<file path="src/common/gc_pkg.sv">
// Shared widths, seeds, store layout and enumerations for the free-XOR garbler
// Imported by every RTL block and by the testbench reference model

`default_nettype none

package gc_pkg;

	localparam int LABEL_W    = 32;  // Wire label width
	localparam int WIRE_W     = 8;   // Wire and gate index width
	localparam int NUM_WIRES  = 256; // Entries per label store
	localparam int MASK_IDX_W = $clog2(LABEL_W);

	// Input store layout, addresses 0 and 1 hold the constant labels
	localparam logic [WIRE_W-1:0] CONST_OFFSET = 8'd2;
	localparam logic [WIRE_W-1:0] CONST_ZERO   = 8'd254; // Maps to address 0
	localparam logic [WIRE_W-1:0] CONST_ONE    = 8'd255; // Maps to address 1

	// Lane start states, must be nonzero for xorshift
	localparam logic [LABEL_W-1:0] SEED0 = 32'h2545_f491;
	localparam logic [LABEL_W-1:0] SEED1 = 32'h9e37_79b9;

	typedef enum logic [1:0] {
		GATE_XOR  = 2'd0,
		GATE_XNOR = 2'd1,
		GATE_NOT  = 2'd2
	} gate_op_e;

	// Bit 2 set marks an input label record, bits 1:0 name the lanes
	typedef enum logic [2:0] {
		TAG_NONE  = 3'd0,
		TAG_KEYS  = 3'd1,
		TAG_MASKS = 3'd3,
		TAG_IN0   = 3'd5,
		TAG_IN1   = 3'd6,
		TAG_IN01  = 3'd7
	} tag_e;

	typedef enum {
		IDLE,
		KEYS,
		CONSTS,
		GARBLE,
		DRAIN,
		MASKS
	} ctrl_state_e;

	typedef enum logic {
		SRC_INPUT = 1'b0,
		SRC_GATE  = 1'b1
	} label_src_e;

endpackage

`default_nettype wire
</file>
<file path="src/garbler/label_gen.sv">
// Two independent xorshift32 lanes producing wire labels
// label0/label1 show the current state, an enable moves its lane on at the edge

`timescale 1ns/10ps
`default_nettype none

module label_gen (
	input  logic                       clk,
	input  logic                       rst,
	input  logic                       en0,
	input  logic                       en1,
	output logic [gc_pkg::LABEL_W-1:0] label0,
	output logic [gc_pkg::LABEL_W-1:0] label1
);
	import gc_pkg::*;

	logic [LABEL_W-1:0] lane0;
	logic [LABEL_W-1:0] lane1;

	// Shift triple 13, 17, 5
	function automatic logic [LABEL_W-1:0] xorshift32(input logic [LABEL_W-1:0] s);
		logic [LABEL_W-1:0] x;
		x = s ^ (s << 13);
		x = x ^ (x >> 17);
		x = x ^ (x << 5);
		return x;
	endfunction

	always_ff @(posedge clk or posedge rst) begin
		if (rst) begin
			lane0 <= SEED0;
			lane1 <= SEED1;
		end else begin
			if (en0)
				lane0 <= xorshift32(lane0);
			if (en1)
				lane1 <= xorshift32(lane1);
		end
	end

	assign label0 = lane0;
	assign label1 = lane1; // Valid in the same cycle as the enable

endmodule

`default_nettype wire

</file>
<file path="config.mk">
export PLATFORM = sky130hd
export DESIGN_NAME = label_gen
export DESIGN_NICKNAME = d
export VERILOG_FILES = /design/src/common/gc_pkg.sv /design/src/garbler/label_gen.sv
export SDC_FILE = /design/constraint.sdc
export NUM_CORES = 1
export LEC_CHECK = 0
export BUFFER_PORTS_ARGS = -buffer_cell sky130_fd_sc_hd__buf_2
export CORE_ASPECT_RATIO = 1.75
export CORE_UTILIZATION = 52
export CTS_BUF_LIST = sky130_fd_sc_hd__clkbuf_4 sky130_fd_sc_hd__clkbuf_8
export DETAILED_ROUTE_END_ITERATION = 16
export PLACE_DENSITY = 0.77
export SYNTH_ARGS = -nofsm -noshare
export SYNTH_HDL_FRONTEND = slang
export SYNTH_SLANG_ARGS = --single-unit
</file>
<file path="constraint.sdc">
create_clock -name clk -period 1.8 [get_ports clk]
set_input_delay 0.18 -clock clk [delete_from_list [all_inputs] [get_ports clk]]
set_output_delay 0.18 -clock clk [all_outputs]
set_load 0.02 [all_outputs]
</file>
==> results.cfg, run 1 <==
[timing]
timing_worst_slew_pin_value_ps = 536
hold_violations = 0
final_min_period_over_clock_period = 0.909
rsz_0062_raised_after_global_routing = no
fmaxAchievable_ghz = 0.611
finalMaxSlewViolations = 0
finClkSkew_ps = 5.53
setup-violations-final = 0
fin_setup_tns_ps = 0
fin_crit_ps = 1640
timing.max_slew.rel_slack = 0.643

[synthesis]
portion_of_the_post_synthesis_area_used_by_sequential_elements = 0.445
postSynthAreaPerCell_sq_um = 11.5
synth_seq_cells = 64
synth.lib_cells_used.distinct = 15
synth-warning-count = 0
synth_fp_nets = 324
post_synth_instance_area_sq_um = 3690
synth_cells = 320

[detailed_routing]
drt_first_pass_iters = 4
route.vias.total = 2382
route.antenna.remaining_nets = 0
wirelength_um = 7160
wl_per_cell_um = 14.7
drc_viols = 0
via_density_per_instance = 4.89
drt_first_iter_violations = 81

[critical_path]
critical_path.startpoint_type = flip-flop
reg2reg_from = label1[18]
crit_start = label1[18]
worst-endpoint-arrival_ps = 1910
criticalPathCategory = reg -> reg
critPathMaxFanout = 5
cp.required_ps = 2070
worstSetupEndpointType = flip-flop

[global_routing]
grt_pass1_vias = 2415
antenna_found_initial = 0
grt_remaining_overflow = 0
grt_max_degree = 65
global_route.usage.total = 0.212
grt_pass1_wl_um = 11700

[worst_hold_path]
worst_hold_startpoint = en0
hold_path.class = in -> reg

[clock_network]
tritoncts_sinks = 64
clk_root_buffer_cell = sky130_fd_sc_hd__clkbuf_8
path_clk_slew_ps = 70
cts_post_setup_buffers_inserted = 0
htree_depth = 3
worstSkewPairLatency_ps = 350
clk_path_buf_depth = 2
cts_tree = yes
inserted_clock_buffers = 9

[outcome]
run_status = complete, no violations

[floorplan]
fp.dieArea_sq_um = 7450
dieHeight_um = 113
start_util = 0.539
core-area_sq_um = 6860
die_w_um = 65.7
io-pin-count = 68
std_cell_rows = 40

[finish]
most-common-layout-cells = sky130_fd_sc_hd__xnor2_1, sky130_fd_sc_hd__buf_2, sky130_fd_sc_hd__nand2_1, sky130_fd_sc_hd__dfstp_2
area_growth_syn_to_layout_pct = 18.4
final_layout_size_suffix_gt1_frac = 0.333
post_layout_nonfiller_instances = 487
n_antenna_cell = 0
mostFrequentLayoutCell = sky130_fd_sc_hd__xnor2_1
nNetsFinal = 402
n_fill_cell = 557

[run]
drv_cap = 0

[placed_design]
placement.io_buffers = 67
gp_congestion = 0.741
numPlacedInstances = 470
hpwl_um = 5180
-- registers in the layout, indices dropped and copies added, names as in the netlist --
register,flops
label1,32
label0,32
-- cells in the mapped netlist, drive strengths merged --
library cell	count	area, sq um
dfstp	34	893
inv	1	3.75
mux2i	16	160
clkbuf	8	30.0
nand2b	20	125
xnor2	124	1090
mux2	4	48.8
dfrtp	30	751
nand2	41	154
xor2	34	328
xnor3	4	90.1
buf	1	3.75
nor2b	3	18.8
-- layer usage --
layer | up-vias | track usage | wire, um
li1 | 1137 | - | -
met4 | 0 | 0.109 | 141
met5 | - | 0 | 0
met3 | 13 | 0.0270 | 196
met1 | 1176 | 0.233 | 2840
met2 | 56 | 0.383 | 3980
-- cell families after synthesis --
logic type,share of synthesized area
AND/OR/NAND/NOR,0.0807
multiplexers,0.0566
XOR/XNOR,0.407
flip-flops,0.445
buffers and inverters,0.0102
-- area by class of cell --
| type | count | area [sq um] | share of cell area |
|---|---|---|---|
| Multi-Input combinational cell | 246 | 2010 | 0.460 |
| Sequential cell | 64 | 1640 | 0.376 |
| Timing Repair Buffer | 76 | 418 | 0.0956 |
| Clock buffer | 16 | 189 | 0.0432 |
| Tap cell | 84 | 105 | 0.0240 |
| Inverter | 1 | 3.75 | 0.000859 |
-- worst max-delay path, stage by stage (launching register included) --
cell and delay [ps]:
sky130_fd_sc_hd__dfstp_2 600, sky130_fd_sc_hd__xnor2_1 110, sky130_fd_sc_hd__xnor2_1 400, sky130_fd_sc_hd__mux2i_1 280, sky130_fd_sc_hd__xor2_1 160
-- final timing paths --
check                              to  slack, ps  cells past startpoint
hold reg to reg            label1[20]        500                      1
max in group asynchronous   label1[4]       1030                      4
min in group asynchronous  label1[24]        440                      4
setup / recovery           label1[19]        160                      4
hold / removal             label0[22]        310                      3
setup reg to reg           label1[19]        160                      4
-- stage by stage --
stage | hold WS, ps | worst slack (ps) | utilization | area [sq um]
final | 309 | 163 | 0.637 | 4370
after floorplan | 438 | 78.2 | - | 3690
after global routing | 343 | 87.2 | 0.637 | 4370
after CTS | 303 | 167 | 0.637 | 4370
after detailed placement | 278 | 196 | 0.608 | 4170
after global placement | 273 | 208 | 0.608 | 4170
-- timing repair --
| item | 4_1_cts | 5_1_grt |
|---|---|---|
| hold buffers | 1 | 0 |
| endpoints found under the setup margin | 0 | 0 |
| resized for setup | 0 | 0 |
| endpoints found under the hold margin | 30 | 0 |
Power of run 1 is left out: the tool's default activity adds up to more than one toggle a clock period on the data nets, which glitch-free logic cannot reach.
==> run 2, diff against run 1 <==
--- a/config.mk
+++ b/config.mk
@@ -5,12 +5,14 @@
 export SDC_FILE = /design/constraint.sdc
 export NUM_CORES = 1
 export LEC_CHECK = 0
+export ABC_AREA = 1
 export BUFFER_PORTS_ARGS = -buffer_cell sky130_fd_sc_hd__buf_2
 export CORE_ASPECT_RATIO = 1.75
-export CORE_UTILIZATION = 52
+export CORE_UTILIZATION = 53
 export CTS_BUF_LIST = sky130_fd_sc_hd__clkbuf_4 sky130_fd_sc_hd__clkbuf_8
 export DETAILED_ROUTE_END_ITERATION = 16
 export PLACE_DENSITY = 0.77
 export SYNTH_ARGS = -nofsm -noshare
 export SYNTH_HDL_FRONTEND = slang
 export SYNTH_SLANG_ARGS = --single-unit
+export TNS_END_PERCENT = 1
==> results.cfg, run 2 <==
[timing]
fin_setup_tns_ps = 0
fmaxAchievable_ghz = 0.714
final_min_period_over_clock_period = 0.778
fin_crit_ps = 1400
setup-violations-final = 0
final_hold_slack_ps = 259
timing_worst_slew_pin_value_ps = 601
rsz_0062_raised_after_global_routing = no
finalMaxSlewViolations = 0
timing.max_slew.rel_slack = 0.599
hold_violations = 0
setup_ws_ps = 399
finClkSkew_ps = 9.01

[synthesis]
post_synth_instance_area_sq_um = 4330
synthDominantAreaCellType = sky130_fd_sc_hd__nand2_1
ys_async_sr_fraction = 1.00
synth_seq_cells = 64
synth-warning-count = 0
synth_common_cells = sky130_fd_sc_hd__nand2_1, sky130_fd_sc_hd__inv_1, sky130_fd_sc_hd__nand3_1
synthTopCellsByArea = sky130_fd_sc_hd__nand2_1, sky130_fd_sc_hd__dfstp_2, sky130_fd_sc_hd__dfrtp_1
synthDominantCellAreaShare = 0.293
synth_edf_count = 0
synth-main-ff-cell = sky130_fd_sc_hd__dfstp_2
portion_of_the_post_synthesis_area_used_by_sequential_elements = 0.380
synth.lib_cells_used.distinct = 21
postSynthAreaPerCell_sq_um = 6.40
synth_fp_nets = 680
synth_cells = 676
synth_most_common_cell = sky130_fd_sc_hd__nand2_1

[global_routing]
grt_pass1_wl_um = 18800
grt_max_degree = 65
grt_pass1_vias = 4313
antenna_found_initial = 0
grt_remaining_overflow = 0
global_route.usage.total = 0.283

[detailed_routing]
via_density_per_instance = 5.20
route.vias.total = 4383
drc_viols = 0
wirelength_um = 11000
drt_first_iter_violations = 250
wl_per_cell_um = 13.1
route.antenna.remaining_nets = 0
drt_first_pass_iters = 4

[critical_path]
worstSetupEndpointType = flip-flop
worst_r2r_path_depth = 8
worst-endpoint-arrival_ps = 1690
criticalPathCategory = reg -> reg
critPathMaxFanout = 7
reg2reg_from = label1[18]
cp.required_ps = 2090
critical_path.startpoint_type = flip-flop
reg2reg_setup_slack_ps = 400
worst_r2r_end = label1[14]

[clock_network]
worstSkewPairLatency_ps = 350
clk_root_buffer_cell = sky130_fd_sc_hd__clkbuf_8
clk_path_buf_depth = 2
path_clk_slew_ps = 70
cts_tree = yes
tritoncts_sinks = 64
inserted_clock_buffers = 9
htree_depth = 3
post_cts_resized = 0

[finish]
area_growth_syn_to_layout_pct = 15.4
most-common-layout-cells = sky130_fd_sc_hd__nand2_1, sky130_fd_sc_hd__buf_2, sky130_fd_sc_hd__inv_1, sky130_fd_sc_hd__nand3_1
nNetsFinal = 752
layout.cell_area.non_filler_sq_um = 4990
n_antenna_cell = 0
mostFrequentLayoutCell = sky130_fd_sc_hd__nand2_1
final_layout_size_suffix_gt1_frac = 0.254

[floorplan]
std_cell_rows = 43
die_w_um = 70.3
io-pin-count = 68
fp.dieArea_sq_um = 8540
core-area_sq_um = 7910
start_util = 0.547
dieHeight_um = 122

[placed_design]
dpl_cell_area_sq_um = 4760
hpwl_um = 8450
worst_setup_slack_after_placement_ps = 431
gp_congestion = 0.854
placement.io_buffers = 67

[worst_hold_path]
hold_depth = 4
min_to = label0[10]
worst_hold_startpoint = en0
hold_path.class = in -> reg

[run]
drv_cap = 0

[outcome]
run_status = complete, no violations
## run 2: kinds of logic after synthesis
logic type,Yosys count,synth area share
flip-flops,64,0.380
XOR/XNOR,26,0.0561
buffers and inverters,106,0.0957
AO/OA/AOI/OAI,40,0.0480
AND/OR/NAND/NOR,440,0.420
## run 2: layout make-up
| type | instances | area, sq um |
|---|---|---|
| tap | 90 | 113 |
| fill | 747 | 2920 |
| inverter | 94 | 353 |
| multi-input combinational | 506 | 2270 |
| clock buffer | 10 | 138 |
| timing repair buffer | 73 | 395 |
| clock inverter | 6 | 82.6 |
| sequential | 64 | 1640 |
## run 2: what timing repair did
action,in CTS,in global routing
hold buffers,1,0
endpoints found under the hold margin,30,0
buffers inserted,0,0
## run 2: worst max-delay path by stage
stage | from | to | slack (ps) | cells past startpoint
after detailed placement | label1[18] | label1[14] | 430 | 8
after CTS | label1[18] | label1[14] | 420 | 8
final | label1[18] | label1[14] | 400 | 8
after floorplan | rst | label0[11] | 80 | 1
after global routing | label1[18] | label1[14] | 340 | 8
after global placement | label0[10] | label0[6] | 490 | 9
## run 2: stage by stage
stage	cells	utilization
after global placement	826	0.602
after CTS	843	0.631
after detailed placement	826	0.602
final	843	0.631
after global routing	843	0.631
after floorplan	676	-
## run 2: worst max-delay path, cell delays in order (launching register included)
cell and delay [ps]:
sky130_fd_sc_hd__dfstp_2 600, sky130_fd_sc_hd__inv_2 70, sky130_fd_sc_hd__nand2_1 70, sky130_fd_sc_hd__nand2_1 120, sky130_fd_sc_hd__nand2_1 80, sky130_fd_sc_hd__nand2_1 110, sky130_fd_sc_hd__nand2_1 80, sky130_fd_sc_hd__nand3_1 120
sky130_fd_sc_hd__nand2_1 100
## run 2: metal layers
metal,part of all wire,global-route usage,up-vias
li1,-,-,2211
met5,0,0,-
met4,0.045,0.175,0
met3,0.034,0.0606,34
met1,0.37,0.273,2043
met2,0.55,0.532,95
Power of run 2 is left out for the same reason.
==> run 3, diff against run 2 <==
--- a/config.mk
+++ b/config.mk
@@ -8,10 +8,10 @@
 export ABC_AREA = 1
 export BUFFER_PORTS_ARGS = -buffer_cell sky130_fd_sc_hd__buf_2
 export CORE_ASPECT_RATIO = 1.75
-export CORE_UTILIZATION = 53
+export CORE_UTILIZATION = 59
 export CTS_BUF_LIST = sky130_fd_sc_hd__clkbuf_4 sky130_fd_sc_hd__clkbuf_8
 export DETAILED_ROUTE_END_ITERATION = 16
-export PLACE_DENSITY = 0.77
+export PLACE_DENSITY = 0.82
 export SYNTH_ARGS = -nofsm -noshare
 export SYNTH_HDL_FRONTEND = slang
 export SYNTH_SLANG_ARGS = --single-unit
==> constraint.sdc (replaced) <==
create_clock -name clk -period 1.4 [get_ports clk]
set_input_delay 0.14 -clock clk [delete_from_list [all_inputs] [get_ports clk]]
set_output_delay 0.14 -clock clk [all_outputs]
set_load 0.02 [all_outputs]
==> results.cfg, run 3 (same netlist as run 2, synthesis figures left out) <==
[placed_design]
gp_congestion = 0.866
placement.io_buffers = 67
hpwl_um = 8210

[finish]
most-common-layout-cells = sky130_fd_sc_hd__nand2_1, sky130_fd_sc_hd__buf_2, sky130_fd_sc_hd__inv_1, sky130_fd_sc_hd__nand3_1, sky130_fd_sc_hd__nand2_2
final_layout_size_suffix_gt1_frac = 0.263
final_util = 0.704
n_fill_cell = 639
mostFrequentLayoutCell = sky130_fd_sc_hd__nand2_1
n_antenna_cell = 0
nNetsFinal = 756
area_growth_syn_to_layout_pct = 16.0

[critical_path]
cp.required_ps = 1260
reg2reg_from = label1[17]
worstSetupEndpoint = label0[10]
criticalPathCategory = reg -> out
crit_start = label0[10]
worst-endpoint-arrival_ps = 1180
worst_r2r_end = label1[5]
worst_r2r_path_depth = 8
worstSetupEndpointType = primary output
critPathMaxFanout = 5
reg2reg_setup_slack_ps = 90
critical_path.startpoint_type = flip-flop

[timing]
timing.max_slew.rel_slack = 0.723
hold_violations = 0
setup-violations-final = 0
fin_crit_ps = 1320
finalMaxSlewViolations = 0
fmaxAchievable_ghz = 0.756
timing_worst_slew_pin_value_ps = 412
final_min_period_over_clock_period = 0.945
finClkSkew_ps = 9.47

[clock_network]
worstSkewPairLatency_ps = 350
clk_root_buffer_cell = sky130_fd_sc_hd__clkbuf_8
htree_depth = 3
inserted_clock_buffers = 9
path_clk_slew_ps = 70
clk_path_buf_depth = 2
cts_tree = yes
tritoncts_sinks = 64

[floorplan]
die_w_um = 66.7
io-pin-count = 68
std_cell_rows = 41
core-area_sq_um = 7130
start_util = 0.607
dieHeight_um = 115
fp.dieArea_sq_um = 7690

[detailed_routing]
wl_per_cell_um = 12.7
wirelength_um = 10700
route.antenna.remaining_nets = 0
route.vias.total = 4340
drt_first_pass_iters = 12
drt_first_iter_violations = 281
drc_viols = 2
via_density_per_instance = 5.15

[global_routing]
grt_pass1_wl_um = 17100
grt_max_degree = 65
grt_remaining_overflow = 0
global_route.usage.total = 0.298
grt_pass1_vias = 4010
antenna_found_initial = 0

[worst_hold_path]
hold_path.class = in -> reg
worst_hold_startpoint = en0
hold_depth = 3

[outcome]
run_status = finished with violations
violations = design-rule violations

[run]
drv_cap = 0
## run 3: area by class of cell
class / instances / area (sq um) / share of cell area
Inverter: 94 / 357 / 0.0711
Timing Repair Buffer: 77 / 438 / 0.0873
Multi-Input combinational cell: 506 / 2280 / 0.454
Clock buffer: 14 / 180 / 0.0359
Clock inverter: 2 / 12.5 / 0.00249
Sequential cell: 64 / 1640 / 0.328
Tap cell: 86 / 108 / 0.0214
## run 3: how the worst min path moves through the flow
stage / slack (ps) / to
after floorplan: 240 / label0[16]
after global placement: 260 / label1[30]
after detailed placement: 260 / label0[20]
after CTS: 60 / label0[15]
after global routing: 80 / label0[15]
final: 80 / label0[15]
## run 3: stage by stage
stage          hold slack, ps  instances  cell area, sq um  TNS (ps)  setup slack [ps]
4_1_cts                  60.1        841              4990         0              40.0
6_report                 80.7        843              5020         0              77.2
5_1_grt                  77.0        843              5020     -12.9             -7.37
3_5_place_dp              258        824              4790         0              64.7
3_3_place_gp              256        824              4790         0              86.8
2_1_floorplan             240        676              4330         0               138
## run 3: routing by layer
metal | vias to the layer above | wire, um | track usage | share of wire
li1 | 2214 | - | - | -
met4 | 0 | 345 | 0.150 | 0.032
met1 | 1994 | 3770 | 0.285 | 0.35
met3 | 21 | 423 | 0.0625 | 0.040
met2 | 111 | 6160 | 0.570 | 0.58
met5 | - | 0 | 0 | 0
## run 3: timing repair
action | in CTS | in global routing
hold buffers | 1 | 0
hold endpoints to repair | 30 | 0
buffers inserted | 0 | 2
setup endpoints to repair | 0 | 4
gates resized for setup | 0 | 4
## run 3: worst max-delay path, cell delays in order, from the launching register on
cell,delay [ps]
sky130_fd_sc_hd__dfstp_2,570
sky130_fd_sc_hd__buf_4,120
sky130_fd_sc_hd__buf_2,150
Power of run 3 is left out for the same reason.
