[config.mk]
export PLATFORM = sky130hd
export DESIGN_NAME = free_xor_unit_flat
export DESIGN_NICKNAME = d
export VERILOG_FILES = /design/src/common/gc_pkg.sv /design/src/common/label_port_if.sv /design/src/garbler/free_xor_unit.sv /design/src/flat_wrapper.sv
export SDC_FILE = /design/constraint.sdc
export NUM_CORES = 1
export LEC_CHECK = 0
export ABC_CLOCK_PERIOD_IN_PS = 2850
export CAP_MARGIN = 5
export CORE_AREA = 2 2 116 118
export DETAILED_ROUTE_END_ITERATION = 12
export DIE_AREA = 0 0 118 120
export DONT_BUFFER_PORTS = 1
export GPL_ROUTABILITY_DRIVEN = 0
export PLACE_DENSITY = 0.53
export SLEW_MARGIN = 20
export SYNTH_ARGS = -nofsm -noshare
export SYNTH_HDL_FRONTEND = slang
export SYNTH_SLANG_ARGS = --single-unit
[constraint.sdc]
create_clock -name clk -period 2.85 [get_ports clk]
set_input_delay 0.57 -clock clk [delete_from_list [all_inputs] [get_ports clk]]
set_output_delay 0.57 -clock clk [all_outputs]
set_load 0.05 [all_outputs]
[src/common/gc_pkg.sv]
// Shared widths, seeds, store layout and enumerations for the free-XOR garbler
// Imported by every RTL block and by the testbench reference model

`default_nettype none

package gc_pkg;

	localparam int LABEL_W    = 32;  // Wire label width
	localparam int WIRE_W     = 8;   // Wire and gate index width
	localparam int NUM_WIRES  = 256; // Entries per label store
	localparam int MASK_IDX_W = $clog2(LABEL_W);

	// Input store layout, addresses 0 and 1 hold the constant labels
	localparam logic [WIRE_W-1:0] CONST_OFFSET = 8'd2;
	localparam logic [WIRE_W-1:0] CONST_ZERO   = 8'd254; // Maps to address 0
	localparam logic [WIRE_W-1:0] CONST_ONE    = 8'd255; // Maps to address 1

	// Lane start states, must be nonzero for xorshift
	localparam logic [LABEL_W-1:0] SEED0 = 32'h2545_f491;
	localparam logic [LABEL_W-1:0] SEED1 = 32'h9e37_79b9;

	typedef enum logic [1:0] {
		GATE_XOR  = 2'd0,
		GATE_XNOR = 2'd1,
		GATE_NOT  = 2'd2
	} gate_op_e;

	// Bit 2 set marks an input label record, bits 1:0 name the lanes
	typedef enum logic [2:0] {
		TAG_NONE  = 3'd0,
		TAG_KEYS  = 3'd1,
		TAG_MASKS = 3'd3,
		TAG_IN0   = 3'd5,
		TAG_IN1   = 3'd6,
		TAG_IN01  = 3'd7
	} tag_e;

	typedef enum {
		IDLE,
		KEYS,
		CONSTS,
		GARBLE,
		DRAIN,
		MASKS
	} ctrl_state_e;

	typedef enum logic {
		SRC_INPUT = 1'b0,
		SRC_GATE  = 1'b1
	} label_src_e;

endpackage

`default_nettype wire
[src/common/label_port_if.sv]
// Write, read and written-flag signals of one label store
// The modports split the signals between the store, the control and the XOR unit

`timescale 1ns/10ps
`default_nettype none

interface label_port_if;
	import gc_pkg::*;

	logic               clr;
	logic               wr_en0;
	logic [WIRE_W-1:0]  wr_addr0;
	logic [LABEL_W-1:0] wr_data0;
	logic               wr_en1;
	logic [WIRE_W-1:0]  wr_addr1;
	logic [LABEL_W-1:0] wr_data1;
	logic [WIRE_W-1:0]  rd_addr0;
	logic [WIRE_W-1:0]  rd_addr1;
	logic [LABEL_W-1:0] rd_data0;
	logic [LABEL_W-1:0] rd_data1;
	logic               written0;
	logic               written1;

	modport store (input clr, wr_en0, wr_addr0, wr_data0, wr_en1, wr_addr1, wr_data1,
		input rd_addr0, rd_addr1, output rd_data0, rd_data1, written0, written1);

	// Writes plus read addresses, used where generation decides on the flags
	modport ctrl (output clr, wr_en0, wr_addr0, wr_data0, wr_en1, wr_addr1, wr_data1,
		output rd_addr0, rd_addr1, input written0, written1);

	modport writer (output clr, wr_en0, wr_addr0, wr_data0, wr_en1, wr_addr1, wr_data1,
		input written0, written1, rd_data0, rd_data1);

	modport rd_addr (output rd_addr0, rd_addr1);
	modport data (input rd_data0, rd_data1); // Read data only
endinterface

`default_nettype wire

[src/garbler/free_xor_unit.sv]
// Computes free-XOR gate labels from the store read data and writes them back
// Also gathers bit 0 of every output gate label into the output mask

`timescale 1ns/10ps
`default_nettype none

module free_xor_unit (
	input  logic                       clk,
	input  logic                       rst,
	input  logic [gc_pkg::LABEL_W-1:0] r_label,
	input  logic                       issue_valid,
	input  gc_pkg::gate_op_e           issue_op,
	input  gc_pkg::label_src_e         issue_src0,
	input  gc_pkg::label_src_e         issue_src1,
	input  logic [gc_pkg::WIRE_W-1:0]  issue_gid,
	input  logic                       issue_is_output,
	label_port_if.data                 in_rd,
	label_port_if.writer               gate_port,
	input  logic                       clr_masks,
	output logic [gc_pkg::LABEL_W-1:0] mask,
	output logic [gc_pkg::WIRE_W-1:0]  out_count
);
	import gc_pkg::*;

	logic [LABEL_W-1:0] in0_label;
	logic [LABEL_W-1:0] in1_label;
	logic [LABEL_W-1:0] out_label;

	assign in0_label = (issue_src0 == SRC_INPUT) ? in_rd.rd_data0 : gate_port.rd_data0;
	assign in1_label = (issue_src1 == SRC_INPUT) ? in_rd.rd_data1 : gate_port.rd_data1;

	always_comb begin
		case (issue_op)
			GATE_XOR:  out_label = in0_label ^ in1_label;
			GATE_XNOR: out_label = in0_label ^ in1_label ^ r_label;
			default:   out_label = in0_label ^ r_label; // NOT
		endcase
	end

	// Gate labels go out on port 0, port 1 stays idle
	assign gate_port.clr      = clr_masks;
	assign gate_port.wr_en0   = issue_valid;
	assign gate_port.wr_addr0 = issue_gid;
	assign gate_port.wr_data0 = out_label;
	assign gate_port.wr_en1   = 1'b0;
	assign gate_port.wr_addr1 = '1;
	assign gate_port.wr_data1 = '0;

	always_ff @(posedge clk or posedge rst) begin
		if (rst) begin
			mask      <= '0;
			out_count <= '0;
		end else if (clr_masks) begin
			mask      <= '0;
			out_count <= '0;
		end else if (issue_valid && issue_is_output) begin
			mask[out_count[MASK_IDX_W-1:0]] <= out_label[0];
			out_count                       <= out_count + WIRE_W'(1);
		end
	end

endmodule

`default_nettype wire

[src/flat_wrapper.sv]
// flat-port wrapper written by rule: the top's interface ports become plain ports
module free_xor_unit_flat import gc_pkg::*;
  (clk, rst, r_label, issue_valid, issue_op, issue_src0, issue_src1, issue_gid, issue_is_output, clr_masks, mask, out_count, in_rd_rd_data0, in_rd_rd_data1, gate_port_clr, gate_port_wr_en0, gate_port_wr_addr0, gate_port_wr_data0, gate_port_wr_en1, gate_port_wr_addr1, gate_port_wr_data1, gate_port_written0, gate_port_written1, gate_port_rd_data0, gate_port_rd_data1);
  label_port_if in_rd_i ();
  label_port_if gate_port_i ();
  input  logic clk;
  input  logic rst;
  input  logic [gc_pkg::LABEL_W-1:0] r_label;
  input  logic issue_valid;
  input  gc_pkg::gate_op_e issue_op;
  input  gc_pkg::label_src_e issue_src0;
  input  gc_pkg::label_src_e issue_src1;
  input  logic [gc_pkg::WIRE_W-1:0] issue_gid;
  input  logic issue_is_output;
  input  logic clr_masks;
  output logic [gc_pkg::LABEL_W-1:0] mask;
  output logic [gc_pkg::WIRE_W-1:0] out_count;
  input wire logic [$bits(in_rd_i.rd_data0)-1:0] in_rd_rd_data0;
  input wire logic [$bits(in_rd_i.rd_data1)-1:0] in_rd_rd_data1;
  output wire logic [$bits(gate_port_i.clr)-1:0] gate_port_clr;
  output wire logic [$bits(gate_port_i.wr_en0)-1:0] gate_port_wr_en0;
  output wire logic [$bits(gate_port_i.wr_addr0)-1:0] gate_port_wr_addr0;
  output wire logic [$bits(gate_port_i.wr_data0)-1:0] gate_port_wr_data0;
  output wire logic [$bits(gate_port_i.wr_en1)-1:0] gate_port_wr_en1;
  output wire logic [$bits(gate_port_i.wr_addr1)-1:0] gate_port_wr_addr1;
  output wire logic [$bits(gate_port_i.wr_data1)-1:0] gate_port_wr_data1;
  input wire logic [$bits(gate_port_i.written0)-1:0] gate_port_written0;
  input wire logic [$bits(gate_port_i.written1)-1:0] gate_port_written1;
  input wire logic [$bits(gate_port_i.rd_data0)-1:0] gate_port_rd_data0;
  input wire logic [$bits(gate_port_i.rd_data1)-1:0] gate_port_rd_data1;
  assign in_rd_i.rd_data0 = in_rd_rd_data0;
  assign in_rd_i.rd_data1 = in_rd_rd_data1;
  assign gate_port_clr = gate_port_i.clr;
  assign gate_port_wr_en0 = gate_port_i.wr_en0;
  assign gate_port_wr_addr0 = gate_port_i.wr_addr0;
  assign gate_port_wr_data0 = gate_port_i.wr_data0;
  assign gate_port_wr_en1 = gate_port_i.wr_en1;
  assign gate_port_wr_addr1 = gate_port_i.wr_addr1;
  assign gate_port_wr_data1 = gate_port_i.wr_data1;
  assign gate_port_i.written0 = gate_port_written0;
  assign gate_port_i.written1 = gate_port_written1;
  assign gate_port_i.rd_data0 = gate_port_rd_data0;
  assign gate_port_i.rd_data1 = gate_port_rd_data1;
  free_xor_unit u_core (.clk(clk), .rst(rst), .r_label(r_label), .issue_valid(issue_valid), .issue_op(issue_op), .issue_src0(issue_src0), .issue_src1(issue_src1), .issue_gid(issue_gid), .issue_is_output(issue_is_output), .in_rd(in_rd_i), .gate_port(gate_port_i), .clr_masks(clr_masks), .mask(mask), .out_count(out_count));
endmodule
==> results.yml, run 1 <==
run_status:
  status: "finished, final reports clean"
routing:
  vias_per_cell: 5.896
  wl_per_cell_um: 22.67
  drc: 0
  drtPass1Iterations: 5
  drt_iter0_drc: 256
  vias: 4493
  postRouteWirelength_um: 17270
  ant_nets: 0
logic_synthesis:
  synth_warnings: 0
  synth.avg_cell_area_um2: 8.449
  synth_ff_type: "dfrtp_1"
  synthesis.area_mm2: 0.005052
  synth_seq_cells: 40
  synth_cell_types: 39
  synth_edf_count: 0
  async_flop_share: 1.000
  syn-instance-count: 598
  yosysSeqAreaShare: 0.1981
critical_path:
  slowest_delay_ps: 510
  worst-setup-path-type: "in -> out"
  crit_required_ps: 2280
  start_kind: "input pin"
  critPathCaptureType: "output pin"
  reg2reg_from: "u_core.out_count[2]$_DFFE_PP0P_"
  worstRegToRegCells: 6
  cp-endpoint: "gate_port_wr_data0[27]"
  cp.arrival_ps: 2000
  critPathMostFrequentCell: "buf_4"
  path_max_fanout: 13
  cp_cell_sequence: "nor2b_2 -> buf_4 -> a311oi_1 -> xnor2_1 -> buf_4"
  r2r-end: "u_core.mask[15]$_DFFE_PP0P_"
  regToRegSetupSlack_ps: 780
  cp_slowest_cell: "nor2b_2"
  crit_path_start: "issue_op[0]"
sta:
  max_slew.worst_pin.slew_ps: 895.4
  setup_violations: 0
  finalSetupTns_ps: 0
  fmax_mhz: 389.2
  relSlewSlack: 0.4031
  finalCritPeriodShare: 0.9015
  grt_setup_unrepaired: "false"
  setup_slack_ps: 280.6
  skew_ps: 4.366
  fin_crit_ps: 2569
  final_hold_viol_count: 0
  report.final.slew_viol_count: 0
place:
  hpwl_um: 13540
  dpl_worst_slack_ps: 274.2
  placedCellCount: 751
  port_buffers: 0
floorplan:
  die_w_um: 118
  core_mm2: 0.01298
  io_pins: 302
  start_util: 0.3892
  dieArea_mm2: 0.01416
  row_count: 42
  die_h_um: 120
layout:
  drive_gt1_frac: 0.1701
  mostFrequentLayoutCell: "nor4_1"
  final_cell_mix: "nor4_1 (64), buf_4 (52), conb_1 (41)"
  fillers: 1339
  fin_nets: 765
  regArea_mm2: 0.001001
  area_delta_synth_final_pct: 4.780
  multi_input_area_mm2: 0.003523
  final_cell_count_no_fill: 762
clock_tree:
  cts_buffer_depth: 2
  clock-sinks: 40
  postCtsSetupBuffers: 0
  numCtsBuffers: 5
  clk_pin_slew_ps: 60
  hold_buffers: 0
  htreeDepth: 2
  cts_tree: "built"
  clock_tree.root_cell: "clkbuf_16"
  cts.repair.resized: 0
  insertion_delay_ps: 290
global_route:
  grt_remaining_overflow: 0
  grt_max_degree: 76
  grt_pass1_wl_um: 25540
  track_usage: 0.2317
  grt_pass1_vias: 4169
  antenna_found_initial: 6
pwr:
  peakVddDrop_v: 0.0003174
  p_per_area_mw_per_mm2: 390.0
  p_total_uw: 2064
  power.leakage_uw: 0.002299
hold_path:
  hold_path_class: "in -> async"
job:
  max-cap-violations: 0
## per-layer routing
| metal | part of all wire | vias to the layer above | wire length, um | GRT usage |
|---|---|---|---|---|
| met5 | 0.0016 | - | 28 | 0 |
| met4 | 0.017 | 4 | 287 | 0.05120 |
| met3 | 0.11 | 21 | 1918 | 0.1088 |
| met2 | 0.48 | 196 | 8365 | 0.3834 |
| met1 | 0.39 | 2172 | 6673 | 0.2740 |
| li1 | - | 2100 | - | - |
## per-stage QoR
stage	hold slack, ps	utilization	area, um^2
after floorplan	787.8	-	5199
after global placement	619.6	0.3968	5150
after detailed placement	642.8	0.3968	5150
after CTS	334.1	0.4071	5284
after global routing	374.1	0.4075	5289
final	310.3	0.4078	5294
## power by group
| part | switching [uW] | leakage [uW] | total (uW) | internal, uW |
|---|---|---|---|---|
| registers | 9.55 | 0.000558 | 581 | 571 |
| logic | 652 | 0.00167 | 941 | 289 |
| clock network | 224 | 0.0000667 | 543 | 318 |
| total | 886 | 0.00230 | 2060 | 1180 |
## synth_stat cells (11+ instances only)
cell type	count	area, um^2
a211o_1	27	236.5
a21oi_1	34	170.2
a311oi_1	30	262.8
buf_2	18	90.09
buf_4	52	390.4
clkbuf_1	35	131.4
dfrtp_1	40	1001
mux2_1	24	270.3
mux2_2	34	382.9
mux2i_1	39	390.4
nand2_1	11	41.29
nor2_1	38	142.6
nor2b_1	32	200.2
nor3b_1	30	225.2
nor4_1	64	400.4
xnor2_1	34	297.8
## kinds of logic after synthesis
logic type,synth area share
xor+xnor,0.06587
fa+ha+maj,0.009906
flops,0.1981
buf+inv,0.1352
simple gates,0.2375
compound gates,0.1379
other cells,0.001486
mux,0.2140
## state kept, by name (all words and copies together), names as in the netlist
register	cells
u_core.out_count	8
u_core.mask	32
## worst min path at each step
stage          startpoint                          to  slack (ps)  cells past startpoint
2_1_floorplan         rst  u_core.mask[0]$_DFFE_PP0P_         790                      1
3_3_place_gp          rst  u_core.mask[4]$_DFFE_PP0P_         620                      2
3_5_place_dp          rst  u_core.mask[4]$_DFFE_PP0P_         640                      2
4_1_cts               rst  u_core.mask[1]$_DFFE_PP0P_         330                      2
5_1_grt               rst  u_core.mask[5]$_DFFE_PP0P_         370                      2
6_report              rst  u_core.mask[4]$_DFFE_PP0P_         310                      2
## critical path: cells and delay by family
family,cells,cell delay [ps]
buffers and inverters,2,540
xor gates and xnor gates,1,240
AOI/OAI and AO/OA,1,130
and+or+nand+nor,1,510
## cell type report
type,count,area share
multi-input cells,479,0.6656
repair buffers,52,0.07374
well taps,176,0.04160
inverters,4,0.002836
clock buffers,6,0.02434
clock inverters,1,0.0009454
flip-flops and latches,40,0.1891
diodes,4,0.001891
No activity file was read; power rests on OpenSTA's default activity.
==> run 2, diff against run 1 <==
--- a/config.mk
+++ b/config.mk
@@ -7,12 +7,15 @@
 export LEC_CHECK = 0
 export ABC_CLOCK_PERIOD_IN_PS = 2850
 export CAP_MARGIN = 5
-export CORE_AREA = 2 2 116 118
+export CELL_PAD_IN_SITES_DETAIL_PLACEMENT = 0
+export CELL_PAD_IN_SITES_GLOBAL_PLACEMENT = 1
+export CORE_ASPECT_RATIO = 0.5
+export CORE_MARGIN = 1
+export CORE_UTILIZATION = 49
 export DETAILED_ROUTE_END_ITERATION = 12
-export DIE_AREA = 0 0 118 120
 export DONT_BUFFER_PORTS = 1
 export GPL_ROUTABILITY_DRIVEN = 0
-export PLACE_DENSITY = 0.53
+export PLACE_DENSITY = 0.87
 export SLEW_MARGIN = 20
 export SYNTH_ARGS = -nofsm -noshare
 export SYNTH_HDL_FRONTEND = slang
==> results.yml, run 2 (synthesis gave the netlist of run 1 again) <==
floorplan:
  dieArea_mm2: 0.01075
  core_mm2: 0.009728
  row_count: 25
  start_util: 0.5194
  die_w_um: 145.6
  io_pins: 302
  die_h_um: 73.80
critical_path:
  critPathCaptureType: "output pin"
  worst-setup-path-type: "in -> out"
  reg2reg_from: "u_core.out_count[4]$_DFFE_PP0P_"
  crit_required_ps: 2280
  regToRegSetupSlack_ps: 590
  r2r-end: "u_core.mask[31]$_DFFE_PP0P_"
  worstRegToRegCells: 4
  cp.arrival_ps: 1930
  start_kind: "input pin"
  path_max_fanout: 16
global_route:
  grt_pass1_wl_um: 21910
  grt_remaining_overflow: 0
  grt_max_degree: 76
  antenna_found_initial: 3
  track_usage: 0.2586
  grt_pass1_vias: 3951
layout:
  fillers: 952
  area_delta_synth_final_pct: 3.962
  regArea_mm2: 0.001001
  final_cell_count_no_fill: 719
  final_cell_mix: "nor4_1 (64), buf_4 (52), conb_1 (41)"
  top_register: "u_core.mask"
  largest_register_ffs: 32
  fin_area_mm2: 0.005253
  mostFrequentLayoutCell: "nor4_1"
  largestRegisters: "u_core.mask (32), u_core.out_count (8)"
  fin_nets: 765
  drive_gt1_frac: 0.1698
  multi_input_area_mm2: 0.003528
clock_tree:
  htreeDepth: 2
  cts_tree: "built"
  numCtsBuffers: 5
  cts_buffer_depth: 2
  clock-sinks: 40
  insertion_delay_ps: 280
  clock_tree.root_cell: "clkbuf_16"
  clk_pin_slew_ps: 60
  postCtsSetupBuffers: 0
routing:
  ant_nets: 0
  wl_met3_um: 1177
  wl_met2_um: 6627
  vias_per_cell: 6.058
  wl_per_cell_um: 20.13
  vias: 4356
  drtPass1Iterations: 4
  postRouteWirelength_um: 14470
  drc: 0
  highest_layer: "met5"
  drt_iter0_drc: 216
  wl_met1_um: 6500
run_status:
  status: "finished, final reports clean"
sta:
  max_slew.worst_pin.slew_ps: 871.6
  report.final.slew_viol_count: 0
  setup_violations: 0
  relSlewSlack: 0.4065
  finalCritPeriodShare: 0.8756
  grt_setup_unrepaired: "false"
  whs_ps: 304.0
  fin_crit_ps: 2495
  finalSetupTns_ps: 0
  skew_ps: 5.339
  fmax_mhz: 400.7
  final_hold_viol_count: 0
  setup_slack_ps: 354.6
pwr:
  p_per_area_mw_per_mm2: 395.4
  peakVddDrop_v: 0.0003522
  power.leakage_uw: 0.002305
place:
  placed_area_mm2: 0.005099
  placedCellCount: 710
  hpwl_um: 10860
  dpl_worst_slack_ps: 66.37
  port_buffers: 0
job:
  max-cap-violations: 0
hold_path:
  hold_path_class: "in -> async"
==> run 2: cell count changes in the layout (fill, tap and decap cells not counted), sizes merged <==
| cell | change |
|---|---|
| clkbuf | +2 |
| clkinv | -1 |
| diode | -3 |
==> run 2: layout make-up <==
type	instances	area share
clock buffer	8	0.02787
antenna	1	0.0004764
sequential	40	0.1906
inverter	4	0.002859
multi-input combinational	479	0.6717
timing repair buffer	52	0.07432
tap	135	0.03216
==> run 2: metal layers <==
layer	global-route usage	vias to the layer above
li1	-	2100
met1	0.3467	2097
met2	0.4135	137
met3	0.08385	16
met4	0.04327	6
met5	0	-
==> run 2: metrics by stage <==
stage | power, uW | util
2_1_floorplan | 1462 | -
3_3_place_gp | 1517 | 0.5241
3_5_place_dp | 1523 | 0.5241
4_1_cts | 2087 | 0.5392
5_1_grt | 2160 | 0.5397
6_report | 2077 | 0.5399
==> run 2: where the power goes <==
group          internal, uW  switching (uW)
Combinational           288             647
Sequential              571            9.11
Clock                   349             212
==> run 2: worst max path at each step <==
stage	from	end	depth (start not counted)
detailed placement	issue_op[0]	gate_port_wr_data0[25]	5
CTS	issue_op[0]	gate_port_wr_data0[25]	5
global route	issue_op[0]	gate_port_wr_data0[25]	5
global placement	issue_op[0]	gate_port_wr_data0[25]	5
floorplan	issue_src1	gate_port_wr_data0[16]	6
finish	issue_op[0]	gate_port_wr_data0[31]	6
==> run 2: critical path, cell delays in order <==
cell	delay (ps)
or2_2	290
buf_4	200
a21oi_1	150
a311oi_1	80
xnor2_1	360
buf_4	270
==> run 2: timing repair <==
action,CTS,global route
hold buffers,0,0
setup endpoints to repair,0,9
hold endpoints to repair,0,0
gates resized for setup,0,1
